File: config.mk
export PLATFORM = sky130hd
export DESIGN_NAME = sdCardCmdLine
export DESIGN_NICKNAME = d
export VERILOG_FILES = /design/src/verilog/sdCardPkg.sv /design/src/verilog/sdProtocolPkg.sv /design/src/verilog/sdCardCmdLine.sv /design/src/verilog/sdCardController.sv /design/src/verilog/sdCmdReceiver.sv /design/src/verilog/sdCrc7.sv /design/src/verilog/sdRespBuilder.sv /design/src/verilog/sdRespTransmitter.sv
export SDC_FILE = /design/constraint.sdc
export NUM_CORES = 1
export LEC_CHECK = 0
export BUFFER_PORTS_ARGS = -buffer_cell sky130_fd_sc_hd__buf_2
export CAP_MARGIN = 20
export CORE_ASPECT_RATIO = 0.5
export CORE_UTILIZATION = 37
export DETAILED_ROUTE_END_ITERATION = 8
export PLACE_DENSITY = 0.57
export SETUP_SLACK_MARGIN = 0.3
export SLEW_MARGIN = 15
export SYNTH_ARGS = -nofsm -noshare
export SYNTH_HDL_FRONTEND = slang
export SYNTH_SLANG_ARGS = --single-unit
File: constraint.sdc
create_clock -name clk -period 3.9 [get_ports clk]
set_input_delay 0.585 -clock clk [delete_from_list [all_inputs] [get_ports clk]]
set_output_delay 0.585 -clock clk [all_outputs]
set_load 0.01 [all_outputs]
File: src/verilog/sdCardPkg.sv
`default_nettype none

package sdCardPkg;

    // ==================================================
    // Card constants
    // ==================================================
    localparam logic [15:0] CARD_RCA = 16'hAAAA;

    localparam logic [31:0] STATUS_TRAN = 32'h0000_0700;
    localparam logic [31:0] STATUS_APP = 32'h0000_0120;
    localparam logic [31:0] STATUS_SWITCH = 32'h0000_0920;
    // Low half of the CMD3 reply
    localparam logic [31:0] SEND_STATUS_BITS = 32'h0000_0520;

    // Power-up busy, then ready
    localparam logic [31:0] OCR_BUSY = 32'h00FF_8080;
    localparam logic [31:0] OCR_READY = 32'hC1FF_8080;

    // Cycles from decode latch to sendStart
    localparam logic [1:0] RESP_DELAY = 2'd2;

    typedef enum logic [2:0] {
        ERR_NONE,
        ERR_FRAME,
        ERR_RCA,
        ERR_COUNT,
        ERR_CMD
    } errCode_e;

    typedef enum logic [1:0] {
        RESP_NONE,
        RESP_R1,
        RESP_R3
    } respKind_e;

    typedef enum logic [1:0] {
        IDLE,
        TURN,
        SEND
    } ctrlState_e;

endpackage

`default_nettype wire

File: src/verilog/sdProtocolPkg.sv
`default_nettype none

package sdProtocolPkg;

    // ==================================================
    // Frame geometry
    // ==================================================
    localparam int FRAME_BITS = 48;
    localparam int CRC_BITS = 7;
    // Start, direction, index and argument
    localparam int CRC_SPAN = 40;

    // Prefix flag over the 6-bit index
    localparam logic [6:0] CMD0 = {1'b0, 6'd0};
    localparam logic [6:0] CMD3 = {1'b0, 6'd3};
    localparam logic [6:0] CMD7 = {1'b0, 6'd7};
    localparam logic [6:0] CMD8 = {1'b0, 6'd8};
    localparam logic [6:0] CMD55 = {1'b0, 6'd55};
    localparam logic [6:0] ACMD6 = {1'b1, 6'd6};
    localparam logic [6:0] ACMD23 = {1'b1, 6'd23};
    localparam logic [6:0] ACMD41 = {1'b1, 6'd41};

    // ==================================================
    // Argument views
    // ==================================================
    typedef struct packed {
        logic [15:0] rca;
        logic [15:0] stuff;
    } rcaArg_t;

    typedef struct packed {
        logic [8:0]  reserved;
        logic [22:0] count;
    } countArg_t;

    typedef union packed {
        rcaArg_t   rcaView;
        countArg_t countView;
    } cmdArg_u;

    // Host command, MSB is the start bit
    typedef struct packed {
        logic                start;
        logic                dir;
        logic [5:0]          index;
        cmdArg_u             arg;
        logic [CRC_BITS-1:0] crc;
        logic                stop;
    } cmdFrame_t;

    // Index and argument of a response, CRC is added on the wire
    typedef struct packed {
        logic [5:0] index;
        cmdArg_u    arg;
    } respContent_t;

endpackage

`default_nettype wire

File: src/verilog/sdCardCmdLine.sv
`timescale 1ns/1ps
`default_nettype none

module sdCardCmdLine
    import sdProtocolPkg::*;
    import sdCardPkg::*;
(
    input  wire logic clk,
    input  wire logic rst_,
    input  wire logic cmdIn,
    output logic      cmdOut,
    output logic      cmdOe,
    output logic      errorStrobe,
    output errCode_e  errorCode
);

    cmdFrame_t    frame;
    logic         frameOk;
    logic         frameValid;
    respContent_t content;
    respKind_e    kind;
    errCode_e     error;
    logic         acmd;
    logic [15:0]  rca;
    logic         ocrReady;
    logic         sendStart;
    respContent_t sendContent;
    logic         isR3;
    logic         sendDone;

    // ==================================================
    // Receive, decode, control, transmit
    // ==================================================
    sdCmdReceiver u_sdCmdReceiver (
        .clk        (clk),
        .rst_       (rst_),
        .cmdIn      (cmdIn),
        .frame      (frame),
        .frameOk    (frameOk),
        .frameValid (frameValid)
    );

    sdRespBuilder u_sdRespBuilder (
        .frame    (frame),
        .frameOk  (frameOk),
        .acmd     (acmd),
        .rca      (rca),
        .ocrReady (ocrReady),
        .content  (content),
        .kind     (kind),
        .error    (error)
    );

    sdCardController u_sdCardController (
        .clk         (clk),
        .rst_        (rst_),
        .frame       (frame),
        .frameValid  (frameValid),
        .content     (content),
        .kind        (kind),
        .error       (error),
        .sendDone    (sendDone),
        .acmd        (acmd),
        .rca         (rca),
        .ocrReady    (ocrReady),
        .sendStart   (sendStart),
        .sendContent (sendContent),
        .isR3        (isR3),
        .errorStrobe (errorStrobe),
        .errorCode   (errorCode)
    );

    sdRespTransmitter u_sdRespTransmitter (
        .clk       (clk),
        .rst_      (rst_),
        .sendStart (sendStart),
        .content   (sendContent),
        .isR3      (isR3),
        .cmdOut    (cmdOut),
        .cmdOe     (cmdOe),
        .sendDone  (sendDone)
    );

endmodule

`default_nettype wire

File: src/verilog/sdCardController.sv
`timescale 1ns/1ps
`default_nettype none

module sdCardController
    import sdProtocolPkg::*;
    import sdCardPkg::*;
(
    input  wire logic         clk,
    input  wire logic         rst_,
    input  cmdFrame_t         frame,
    input  wire logic         frameValid,
    input  respContent_t      content,
    input  respKind_e         kind,
    input  errCode_e          error,
    input  wire logic         sendDone,
    output logic              acmd,
    output logic       [15:0] rca,
    output logic              ocrReady,
    output logic              sendStart,
    output respContent_t      sendContent,
    output logic              isR3,
    output logic              errorStrobe,
    output errCode_e          errorCode
);

    ctrlState_e state;
    logic [1:0] delayCnt;
    logic [6:0] cmdIdx;
    logic       accepted;

    assign cmdIdx = {acmd, frame.index};
    assign accepted = (error == ERR_NONE);

    // ==================================================
    // Control FSM and card state
    // ==================================================
    always_ff @(posedge clk) begin
        if (!rst_) begin
            state <= IDLE;
            delayCnt <= '0;
            acmd <= 1'b0;
            rca <= '0;
            ocrReady <= 1'b0;
            sendStart <= 1'b0;
            errorStrobe <= 1'b0;
            errorCode <= ERR_NONE;
        end else begin
            sendStart <= 1'b0;
            errorStrobe <= 1'b0;
            case (state)
                IDLE: begin
                    if (frameValid) begin
                        // Code only changes together with a strobe
                        if (!accepted) begin
                            errorCode <= error;
                        end
                        errorStrobe <= !accepted;
                        // Prefix lives for exactly one following frame
                        acmd <= accepted && (cmdIdx == CMD55);
                        if (accepted && (cmdIdx == CMD3)) begin
                            rca <= content.arg.rcaView.rca;
                        end
                        if (accepted && (cmdIdx == CMD0)) begin
                            rca <= '0;
                            ocrReady <= 1'b0;
                        end
                        if (accepted && (cmdIdx == ACMD41)) begin
                            ocrReady <= 1'b1;
                        end
                        if (accepted && (kind != RESP_NONE)) begin
                            delayCnt <= RESP_DELAY - 2'd1;
                            state <= TURN;
                        end
                    end
                end
                TURN: begin
                    if (delayCnt == '0) begin
                        sendStart <= 1'b1;
                        state <= SEND;
                    end else begin
                        delayCnt <= delayCnt - 2'd1;
                    end
                end
                SEND: begin
                    if (sendDone) begin
                        state <= IDLE;
                    end
                end
                default: begin
                    state <= IDLE;
                end
            endcase
        end
    end

    // Response held stable for the whole transmission
    always_ff @(posedge clk) begin
        if ((state == IDLE) && frameValid) begin
            sendContent <= content;
            isR3 <= (kind == RESP_R3);
        end
    end

endmodule

`default_nettype wire

File: src/verilog/sdCmdReceiver.sv
`timescale 1ns/1ps
`default_nettype none

module sdCmdReceiver
    import sdProtocolPkg::*;
(
    input  wire logic      clk,
    input  wire logic      rst_,
    input  wire logic      cmdIn,
    output cmdFrame_t      frame,
    output logic           frameOk,
    output logic           frameValid
);

    logic                  busy;
    logic [5:0]            bitCnt;
    logic [FRAME_BITS-2:0] shiftReg;
    cmdFrame_t             assembled;
    logic [CRC_BITS-1:0]   crc;
    logic                  startBit;
    logic                  lastBit;
    logic                  crcEnable;

    // Line idles high, first low bit is the start bit
    assign startBit = !busy && !cmdIn;
    assign lastBit = busy && (bitCnt == 6'(FRAME_BITS - 1));
    assign crcEnable = startBit || (busy && (bitCnt < 6'(CRC_SPAN)));

    // Whole frame as seen on the edge that samples the end bit
    assign assembled = {shiftReg, cmdIn};

    sdCrc7 u_sdCrc7 (
        .clk    (clk),
        .rst_   (rst_),
        .clear  (lastBit),
        .enable (crcEnable),
        .bitIn  (cmdIn),
        .crc    (crc)
    );

    // ==================================================
    // Bit counter and frame pulse
    // ==================================================
    always_ff @(posedge clk) begin
        if (!rst_) begin
            busy <= 1'b0;
            bitCnt <= '0;
            frameValid <= 1'b0;
        end else begin
            frameValid <= lastBit;
            if (startBit) begin
                busy <= 1'b1;
                bitCnt <= 6'd1;
            end else if (lastBit) begin
                busy <= 1'b0;
            end else if (busy) begin
                bitCnt <= bitCnt + 6'd1;
            end
        end
    end

    // Deserializer
    always_ff @(posedge clk) begin
        if (startBit || busy) begin
            shiftReg <= {shiftReg[FRAME_BITS-3:0], cmdIn};
        end
        if (lastBit) begin
            frame <= assembled;
            // End bit deliberately ignored
            frameOk <= !assembled.start && assembled.dir && (assembled.crc == crc);
        end
    end

endmodule

`default_nettype wire

File: src/verilog/sdCrc7.sv
`timescale 1ns/1ps
`default_nettype none

module sdCrc7 (
    input  wire logic       clk,
    input  wire logic       rst_,
    input  wire logic       clear,
    input  wire logic       enable,
    input  wire logic       bitIn,
    output logic      [6:0] crc
);

    logic feedback;

    // x^7 + x^3 + 1, MSB first
    assign feedback = bitIn ^ crc[6];

    always_ff @(posedge clk) begin
        if (!rst_ || clear) begin
            crc <= '0;
        end else if (enable) begin
            crc <= {crc[5:3], crc[2] ^ feedback, crc[1:0], feedback};
        end
    end

endmodule

`default_nettype wire

File: src/verilog/sdRespBuilder.sv
`timescale 1ns/1ps
`default_nettype none

module sdRespBuilder
    import sdProtocolPkg::*;
    import sdCardPkg::*;
(
    input  cmdFrame_t         frame,
    input  wire logic         frameOk,
    input  wire logic         acmd,
    input  wire logic  [15:0] rca,
    input  wire logic         ocrReady,
    output respContent_t      content,
    output respKind_e         kind,
    output errCode_e          error
);

    logic [6:0]  cmdIdx;
    logic [31:0] argWord;

    assign cmdIdx = {acmd, frame.index};
    assign argWord = frame.arg;

    always_comb begin
        content.index = frame.index;
        content.arg = '0;
        kind = RESP_R1;
        error = ERR_NONE;

        case (cmdIdx)
            CMD0: begin
                kind = RESP_NONE;
            end
            CMD3: begin
                content.arg = {CARD_RCA, 16'h0000} | SEND_STATUS_BITS;
            end
            CMD7: begin
                if (frame.arg.rcaView.rca != rca) begin
                    error = ERR_RCA;
                end
                content.arg = STATUS_TRAN;
            end
            CMD8: begin
                // Voltage and check pattern come back unchanged
                content.arg = {20'h00000, argWord[11:0]};
            end
            CMD55: begin
                content.arg = STATUS_APP;
            end
            ACMD6: begin
                content.arg = STATUS_SWITCH;
            end
            ACMD23: begin
                if (frame.arg.countView.count == '0) begin
                    error = ERR_COUNT;
                end
                content.arg = STATUS_SWITCH;
            end
            ACMD41: begin
                // R3 carries index 63 and no real CRC
                kind = RESP_R3;
                content.index = 6'h3F;
                content.arg = ocrReady ? OCR_READY : OCR_BUSY;
            end
            default: begin
                error = ERR_CMD;
            end
        endcase

        // Frame faults override any decode
        if (!frameOk) begin
            error = ERR_FRAME;
        end
        if (error != ERR_NONE) begin
            kind = RESP_NONE;
        end
    end

endmodule

`default_nettype wire

File: src/verilog/sdRespTransmitter.sv
`timescale 1ns/1ps
`default_nettype none

module sdRespTransmitter
    import sdProtocolPkg::*;
    import sdCardPkg::*;
(
    input  wire logic    clk,
    input  wire logic    rst_,
    input  wire logic    sendStart,
    input  respContent_t content,
    input  wire logic    isR3,
    output logic         cmdOut,
    output logic         cmdOe,
    output logic         sendDone
);

    logic                busy;
    logic [5:0]          bitCnt;
    logic [CRC_SPAN-2:0] txReg;
    logic [CRC_BITS-1:0] crc;
    logic [5:0]          crcSel;
    logic                loadStart;
    logic                lastCycle;
    logic                crcEnable;
    logic                crcBit;
    logic                nextBit;

    assign loadStart = sendStart && !busy;
    assign lastCycle = busy && (bitCnt == 6'(FRAME_BITS));
    assign crcEnable = loadStart || (busy && (bitCnt < 6'(CRC_SPAN)));
    // Start bit on the load edge, then the shifted payload
    assign crcBit = busy ? txReg[CRC_SPAN-2] : 1'b0;

    // Bit 40 carries crc[6], bit 46 carries crc[0]
    assign crcSel = 6'(FRAME_BITS - 2) - bitCnt;

    sdCrc7 u_sdCrc7 (
        .clk    (clk),
        .rst_   (rst_),
        .clear  (lastCycle),
        .enable (crcEnable),
        .bitIn  (crcBit),
        .crc    (crc)
    );

    always_comb begin
        if (bitCnt < 6'(CRC_SPAN)) begin
            nextBit = txReg[CRC_SPAN-2];
        end else if (bitCnt < 6'(FRAME_BITS - 1)) begin
            nextBit = isR3 ? 1'b1 : crc[crcSel[2:0]];
        end else begin
            nextBit = 1'b1;
        end
    end

    // ==================================================
    // Line driver
    // ==================================================
    always_ff @(posedge clk) begin
        if (!rst_) begin
            busy <= 1'b0;
            bitCnt <= '0;
            cmdOut <= 1'b1;
            cmdOe <= 1'b0;
            sendDone <= 1'b0;
        end else begin
            sendDone <= 1'b0;
            if (loadStart) begin
                busy <= 1'b1;
                bitCnt <= 6'd1;
                cmdOut <= 1'b0;
                cmdOe <= 1'b1;
            end else if (lastCycle) begin
                busy <= 1'b0;
                cmdOut <= 1'b1;
                cmdOe <= 1'b0;
                sendDone <= 1'b1;
            end else if (busy) begin
                cmdOut <= nextBit;
                bitCnt <= bitCnt + 6'd1;
            end
        end
    end

    // Direction bit is 0 for a card response
    always_ff @(posedge clk) begin
        if (loadStart) begin
            txReg <= {1'b0, content.index, content.arg};
        end else if (busy) begin
            txReg <= {txReg[CRC_SPAN-3:0], 1'b0};
        end
    end

endmodule

`default_nettype wire
**Yosys cells after proc, flatten, opt, wreduce, memory -nomap -nowiden**

Cells that the tools add are included.

- Bits in registers: 222
- Input bits: 3
- Output and inout port bits: 6

- $add $sub $neg: 4
- $lt $le $gt $ge: 4
- Equality and inequality tests: 21
- Multiplexer cells: 42
- Bitwise operators: 8
- Reduce and logical (&&, ||, !) cells: 56

Operators with widths:

| kind | number |
|---|---|
| one-hot mux 32 bit (6 select lines) | 1 |
| two-way mux 38 bit | 2 |
| two-way mux 16 bit | 2 |
| two-way mux 32 bit | 1 |
| logical NOT 23 bit | 1 |
| two-way mux 1 bit | 22 |
| equality test 7 bit (second input constant) | 3 |
| less-than comparator 6 bit (second input constant) | 3 |
| two-way mux 2 bit | 8 |
| != test 16 bit | 1 |
| nonzero test 2 bit | 8 |
| logical AND 1 bit | 14 |
| adder 6 x 1 -> 6 bit (second input constant) | 2 |
| equality test 6 bit (second input constant) | 2 |
| AND reduction 2 bit | 6 |
| AND reduction 3 bit | 4 |
| != test 2 x 1 -> 1 bit (second input constant) | 5 |
| one-hot mux 3 bit (3 select lines) | 1 |
| one-hot mux 2 bit (2 select lines) | 2 |
| AND reduction 4 bit | 2 |
| equality test 7 x 2 -> 1 bit (second input constant) | 1 |
| equality test 7 x 3 -> 1 bit (second input constant) | 1 |
| equality test 7 x 4 -> 1 bit (second input constant) | 1 |
| equality test 7 x 6 -> 1 bit (second input constant) | 1 |
| other kinds (20) | 41 |

**Logic depth before layout (Yosys ltp)**

- Word-level depth: 11
- Gate-level depth with buffers: 7

**Modules after synthesis**

Synthesis repeated with hierarchy kept, for this count alone.

- Cell total of the unflattened synthesis: 618
- Area, all modules: 9,156.3 µm²

By module, submodules not included:

| module | times used | cells an instance | area an instance (µm²) | seq. area each (µm²) |
|---|---|---|---|---|
| sdCmdReceiver | 1 | 152 | 3,354.5 | 3,042.9 |
| sdCardController | 1 | 169 | 2,369.8 | 1,711.6 |
| sdRespTransmitter | 1 | 145 | 2,130.8 | 1,341.3 |
| sdRespBuilder | 1 | 96 | 705.7 | 0.0 |
| sdCrc7 | 2 | 28 | 297.8 | 140.1 |

**Worst setup path before layout**

No wires, ideal clock.

- Kind: input port to flip-flop
- From: input port cmdIn
- To: register u_sdCmdReceiver.u_sdCrc7.crc[0]
- Library setup time: 120 ps
- Data arrival time: 2,634 ps
- Slack: 1,145 ps
- Cell stages on the path: 5
- Cells stage by stage: nand2b_1 nand2_1 nand2_1 o21ai_0 nor2b_1

- Word-level cells in the longest chain between the ends: 3
- Elaborated cells on any way between the ends: 4
- Those cells by class: bitwise: 1; reduce/logical: 3

RTL lines:

| what | RTL line | source |
|---|---|---|
| from (decl) | sdCardCmdLine.sv:10 | `input wire logic cmdIn,` |
| logical NOT 1 bit | sdCmdReceiver.sv:25 | `assign startBit = !busy && !cmdIn;` |
| logical AND 1 bit | sdCmdReceiver.sv:25 |  |
| logical OR 1 bit | sdCmdReceiver.sv:27 | `assign crcEnable = startBit \|\| (busy && (bitCnt < 6'(CRC_SPAN)));` |
| to (signal assigned) | sdCrc7.sv:22 | `crc <= {crc[5:3], crc[2] ^ feedback, crc[1:0], feedback};` |
| to (decl) | sdCrc7.sv:10 | `output logic [6:0] crc` |

Parallel ways exist; a longest one is shown, timed or not.
A chain may end at the register's enable or synchronous reset.

**Worst setup path after layout**

- From: register u_sdCmdReceiver.frame[24] (netlist name)
- To: register u_sdCardController.delayCnt[0]

- Word-level cells in the longest chain between the ends: 10
- Elaborated cells on any way between the ends: 13
- Those cells by class: eq/ne: 2; mux: 5; reduce/logical: 6

RTL lines:

| what | RTL line | source |
|---|---|---|
| != test 16 bit / logical NOT 23 bit (equally long branches) | sdRespBuilder.sv:38, sdRespBuilder.sv:54 |  |
| two-way mux 2 bit, on equally long branches | sdRespBuilder.sv:38, sdRespBuilder.sv:54 |  |
| one-hot mux 3 bit (3 select lines) (*) | sdRespBuilder.sv:30 | `case (cmdIdx)` |
| two-way mux 3 bit (*) | sdRespBuilder.sv:71 | `if (!frameOk) begin` |
| nonzero test 3 bit | sdRespBuilder.sv:74 | `if (error != ERR_NONE) begin` |
| two-way mux 2 bit | sdRespBuilder.sv:74 |  |
| nonzero test 2 bit | sdCardController.sv:70 | `if (accepted && (kind != RESP_NONE)) begin` |
| logical AND 1 bit (*) | sdCardController.sv:70 |  |
| != test 2 x 1 -> 1 bit (no source line) (*) | - |  |
| AND reduction 4 bit (no source line) (*) | - |  |
| to (signal assigned) | sdCardController.sv:71 | `delayCnt <= RESP_DELAY - 2'd1;` |
| to (signal assigned) | sdCardController.sv:81 | `delayCnt <= delayCnt - 2'd1;` |
| to (decl) | sdCardController.sv:27 | `logic [1:0] delayCnt;` |

Mark *: on every way between the ends. The rest lies on a longest branch, timed or not.

==> results by group <==
Clock network
  • Setup repair bufs after CTS: 0
  • Hold buffers post-CTS: 0
  • Clock tree from TritonCTS: built
  • H-tree depth: 4
  • Clk buf depth: 2
  • Reg clk slew, reported paths: 0.07 ns
  • CTS resizes: 0
  • TritonCTS Sinks: slightly below 200
  • Skew-Pair Late Insertion Delay: 0.44 ns
  • Total CTS buffers: 17
  • CTS root buffer: clkbuf_16

Finish
  • Antenna diode count: 0
  • Fill count: 1836
  • Most frequent cells in the layout: edfxtp_1, nand2_1, dfxtp_1
  • Fin nets: 593
  • Register Area: 0.005405 mm2
  • Layout overhead on the synthesized area: 12.20%
  • Area of the multi-input gates: 0.001954 mm2
  • Final std cells w/o fill: around 870
  • Share of cells above drive strength 1: 0.1052
  • Most common cell after layout, fill and taps aside: edfxtp_1

Setup path
  • CP cell instances: or4_4 -> or4_4 -> o41a_1 -> o211ai_2 -> nor2_2 -> o311a_1
  • R2R cell count: 6
  • CP Buf/Inv Count: 0
  • FF-to-FF Start: u_sdCmdReceiver.frame[24]
  • CP Data Arrival Time: 2.72 ns
  • Delay-heaviest family, CP: simple AND/OR/NAND/NOR gates
  • Worst EP required: about 4.2 ns
  • CP startpoint kind: register
  • Worst-path fanout max: 4
  • Crit path largest cell delay: 0.54 ns
  • CP endpoint kind: register
  • CP Class: reg2reg
  • Crit-path most repeated cell: or4_4
  • Crit Reg-Reg Endpoint: u_sdCardController.delayCnt[0]
  • Reg2Reg Setup Slack: 1.51 ns
  • Slowest-stage cell, CP: or4_4

Yosys
  • Top FF cell, synth: edfxtp_1
  • Yosys cell types: 53
  • Synth warn: 0
  • EDFF count, synth: 148
  • Mapped Nets: 579
  • Mapped Area: roughly 0.0075 mm2
  • Seq/Total Area, Yosys: 0.7230
  • Async SR Flop Fraction: 0
  • FF+latch count, synth: 196
  • Avg Synthesized Cell Area: around 13 um2
  • Cell count after synthesis: 572

Routing
  • Antenna viol nets, final: 0
  • DR vias: 4104
  • Average routed wire per standard cell: ~14 um
  • Vias/cell: approximately 4.7
  • Drt first pass iters: 4
  • Drt first-iter violations: 350
  • Residual DRC: 0
  • Final wirelength: around 12000 um

Die
  • Core area: 0.01964 mm2
  • Initial Utilization: 0.3807
  • IO Pins: 9
  • Chip Height: approximately 100 um
  • Die Wd: roughly 200 um
  • Die area: 0.02081 mm2
  • # rows: 36

STA
  • Worst slew margin: 0.5337
  • Peak Freq: 0.4178 GHz
  • Fin. Hold Viols: 0
  • RSZ-0062 raised after global routing: no
  • Worst Tran Pin Value: around 0.7 ns
  • Part of the cycle the worst path needs: 0.6136
  • Final Max Slew Viols: 0
  • Setup TNS: 0 ns
  • Worst Hold Slack: between 0.4 and 0.5 ns
  • Min Clock Period, post-route: 2.393 ns
  • Final setup viols: 0
  • Clock skew: 0.009547 ns

GRT
  • GRT Util Overall: 0.1286
  • Pin count of the biggest net entering global routing: 49
  • First-pass GRT wire length: 20180 um
  • Grt total ovfl: 0
  • Initial antenna violation count: 0
  • Number of global-route vias before repair: 3878

Hold path
  • Min-Delay Endpoint: u_sdCmdReceiver.shiftReg[0]
  • Hold Crit Class: in2reg
  • Hold path depth: 1
  • Hold path startpoint: cmdIn

Status
  • Status: finished, final reports clean

Power and ir drop
  • Lkg Pwr: 3.037 nW
  • Net Sw Power: about 890 uW
  • Power Total: 4.055 mW
  • Sequential power share: 0.577
  • Internal Power: approximately 3.2 mW
  • PD cells: 483.5 mW/mm2
  • Clock network power share: 0.409
  • Sw frac: 0.2184
  • Peak VDD IR: 0.3482 mV
  • Comb pwr share: 0.014

Placed design
  • Placed insts: 833
  • Port-buffer cells: 8
  • Final HPWL DP: 7638 um
  • Routability Congestion: 0.7962

Run
  • MaxCap Viol Count: 0
[Yosys cell counts (all sizes together), types with 4 or more instances]
cell      n  share of area
a21oi    14         0.0094
and2     15          0.013
and3      7         0.0060
clkbuf   19         0.0095
dfxtp    48           0.13
edfxtp  148           0.59
ha        4         0.0067
inv      13         0.0065
mux2i    17          0.023
nand2   116          0.058
nand2b    6         0.0050
nand3     6         0.0040
nand4     7         0.0059
nor2     43          0.022
nor2b     5         0.0042
nor3     11         0.0074
nor4      8         0.0075
o21ai    14         0.0094
o22ai     4         0.0033
or2       5         0.0042
xnor2    14          0.016
xor2      5         0.0059
[metrics by stage]
stage          worst slack [ns]  utilization  cell area (um2)
6_report                  1.507       0.4271             8388
5_1_grt                   1.432       0.4271             8388
4_1_cts                   1.492       0.4271             8388
3_5_place_dp              1.499       0.3987             7830
3_3_place_gp              1.538       0.3987             7830
2_1_floorplan             1.145            -             7476
[metal layers]
layer  routed length (um)  GRT usage  up-vias
li1                     -          -     2075
met1                 6445     0.1779     1962
met2                 5134     0.1886       47
met3                  372    0.03319       20
met4                  225    0.06593        0
met5                    0          0        -
[registers in the layout, summed over array words and instances, names as in the netlist]
register / count
u_sdCmdReceiver.busy: 1
u_sdCmdReceiver.frameOk: 1
u_sdCmdReceiver.frameValid: 1
u_sdRespTransmitter.sendDone: 1
u_sdCardController.sendStart: 1
u_sdCardController.isR3: 1
u_sdCardController.sendContent: 23
u_sdRespTransmitter.cmdOe: 1
u_sdRespTransmitter.u_sdCrc7.crc: 7
u_sdCardController.state: 2
u_sdCmdReceiver.u_sdCrc7.crc: 7
u_sdCardController.rca: 5
u_sdCardController.delayCnt: 2
u_sdRespTransmitter.bitCnt: 6
u_sdCardController.acmd: 1
u_sdCmdReceiver.shiftReg: 47
u_sdCardController.ocrReady: 1
u_sdRespTransmitter.cmdOut: 1
u_sdCmdReceiver.frame: 38
u_sdCmdReceiver.bitCnt: 6
u_sdCardController.errorCode: 3
u_sdCardController.errorStrobe: 1
u_sdRespTransmitter.txReg: 39
[layout make-up]
cell class	instances	share of cell area
multi-input cells	343	0.2330
repair buffers	14	0.01014
inverters	14	0.006265
well taps	266	0.03968
clock buffers	17	0.05072
clock inverters	15	0.01581
flip-flops and latches	196	0.6444
[worst max path at each step]
stage	from	end	slack (ns)	cells past startpoint
after global routing	u_sdCmdReceiver.frame[24]	u_sdCardController.delayCnt[0]	1.43	6
after floorplan	cmdIn	u_sdCmdReceiver.u_sdCrc7.crc[0]	1.15	5
after global placement	u_sdCmdReceiver.frame[24]	u_sdCardController.delayCnt[0]	1.54	6
after CTS	u_sdCmdReceiver.frame[24]	u_sdCardController.delayCnt[0]	1.49	6
after detailed placement	u_sdCmdReceiver.frame[24]	u_sdCardController.delayCnt[0]	1.50	6
final	u_sdCmdReceiver.frame[24]	u_sdCardController.delayCnt[0]	1.51	6
[power groups by stage]
stage / Combinational (mW) / Sequential [mW] / Clock [mW]
floorplan: 0.0416 / 2.37 / 0
global placement: 0.0574 / 2.39 / 0
detailed placement: 0.0581 / 2.39 / 0
CTS: 0.0580 / 2.34 / 1.71
global route: 0.0644 / 2.35 / 1.79
finish: 0.0570 / 2.34 / 1.66
[worst reg2reg max path: stages, from the launching register on]
cell and delay [ns]:
edfxtp_1 0.38, or4_4 0.54, or4_4 0.44, o41a_1 0.42, o211ai_2 0.14, nor2_2 0.09
o311a_1 0.28
[kinds of logic (layout without fill, tap and decap cells)]
family / count (synthesis) / in the layout / synth area share
compound gates: 56 / 56 / 0.04937
fa+ha+maj: 4 / 4 / 0.006695
flops: 196 / 196 / 0.7230
buf+inv: 33 / 60 / 0.01657
mux: 18 / 18 / 0.02577
xor+xnor: 19 / 19 / 0.02226
simple gates: 246 / 246 / 0.1563
(Power assumes the default switching activity.)
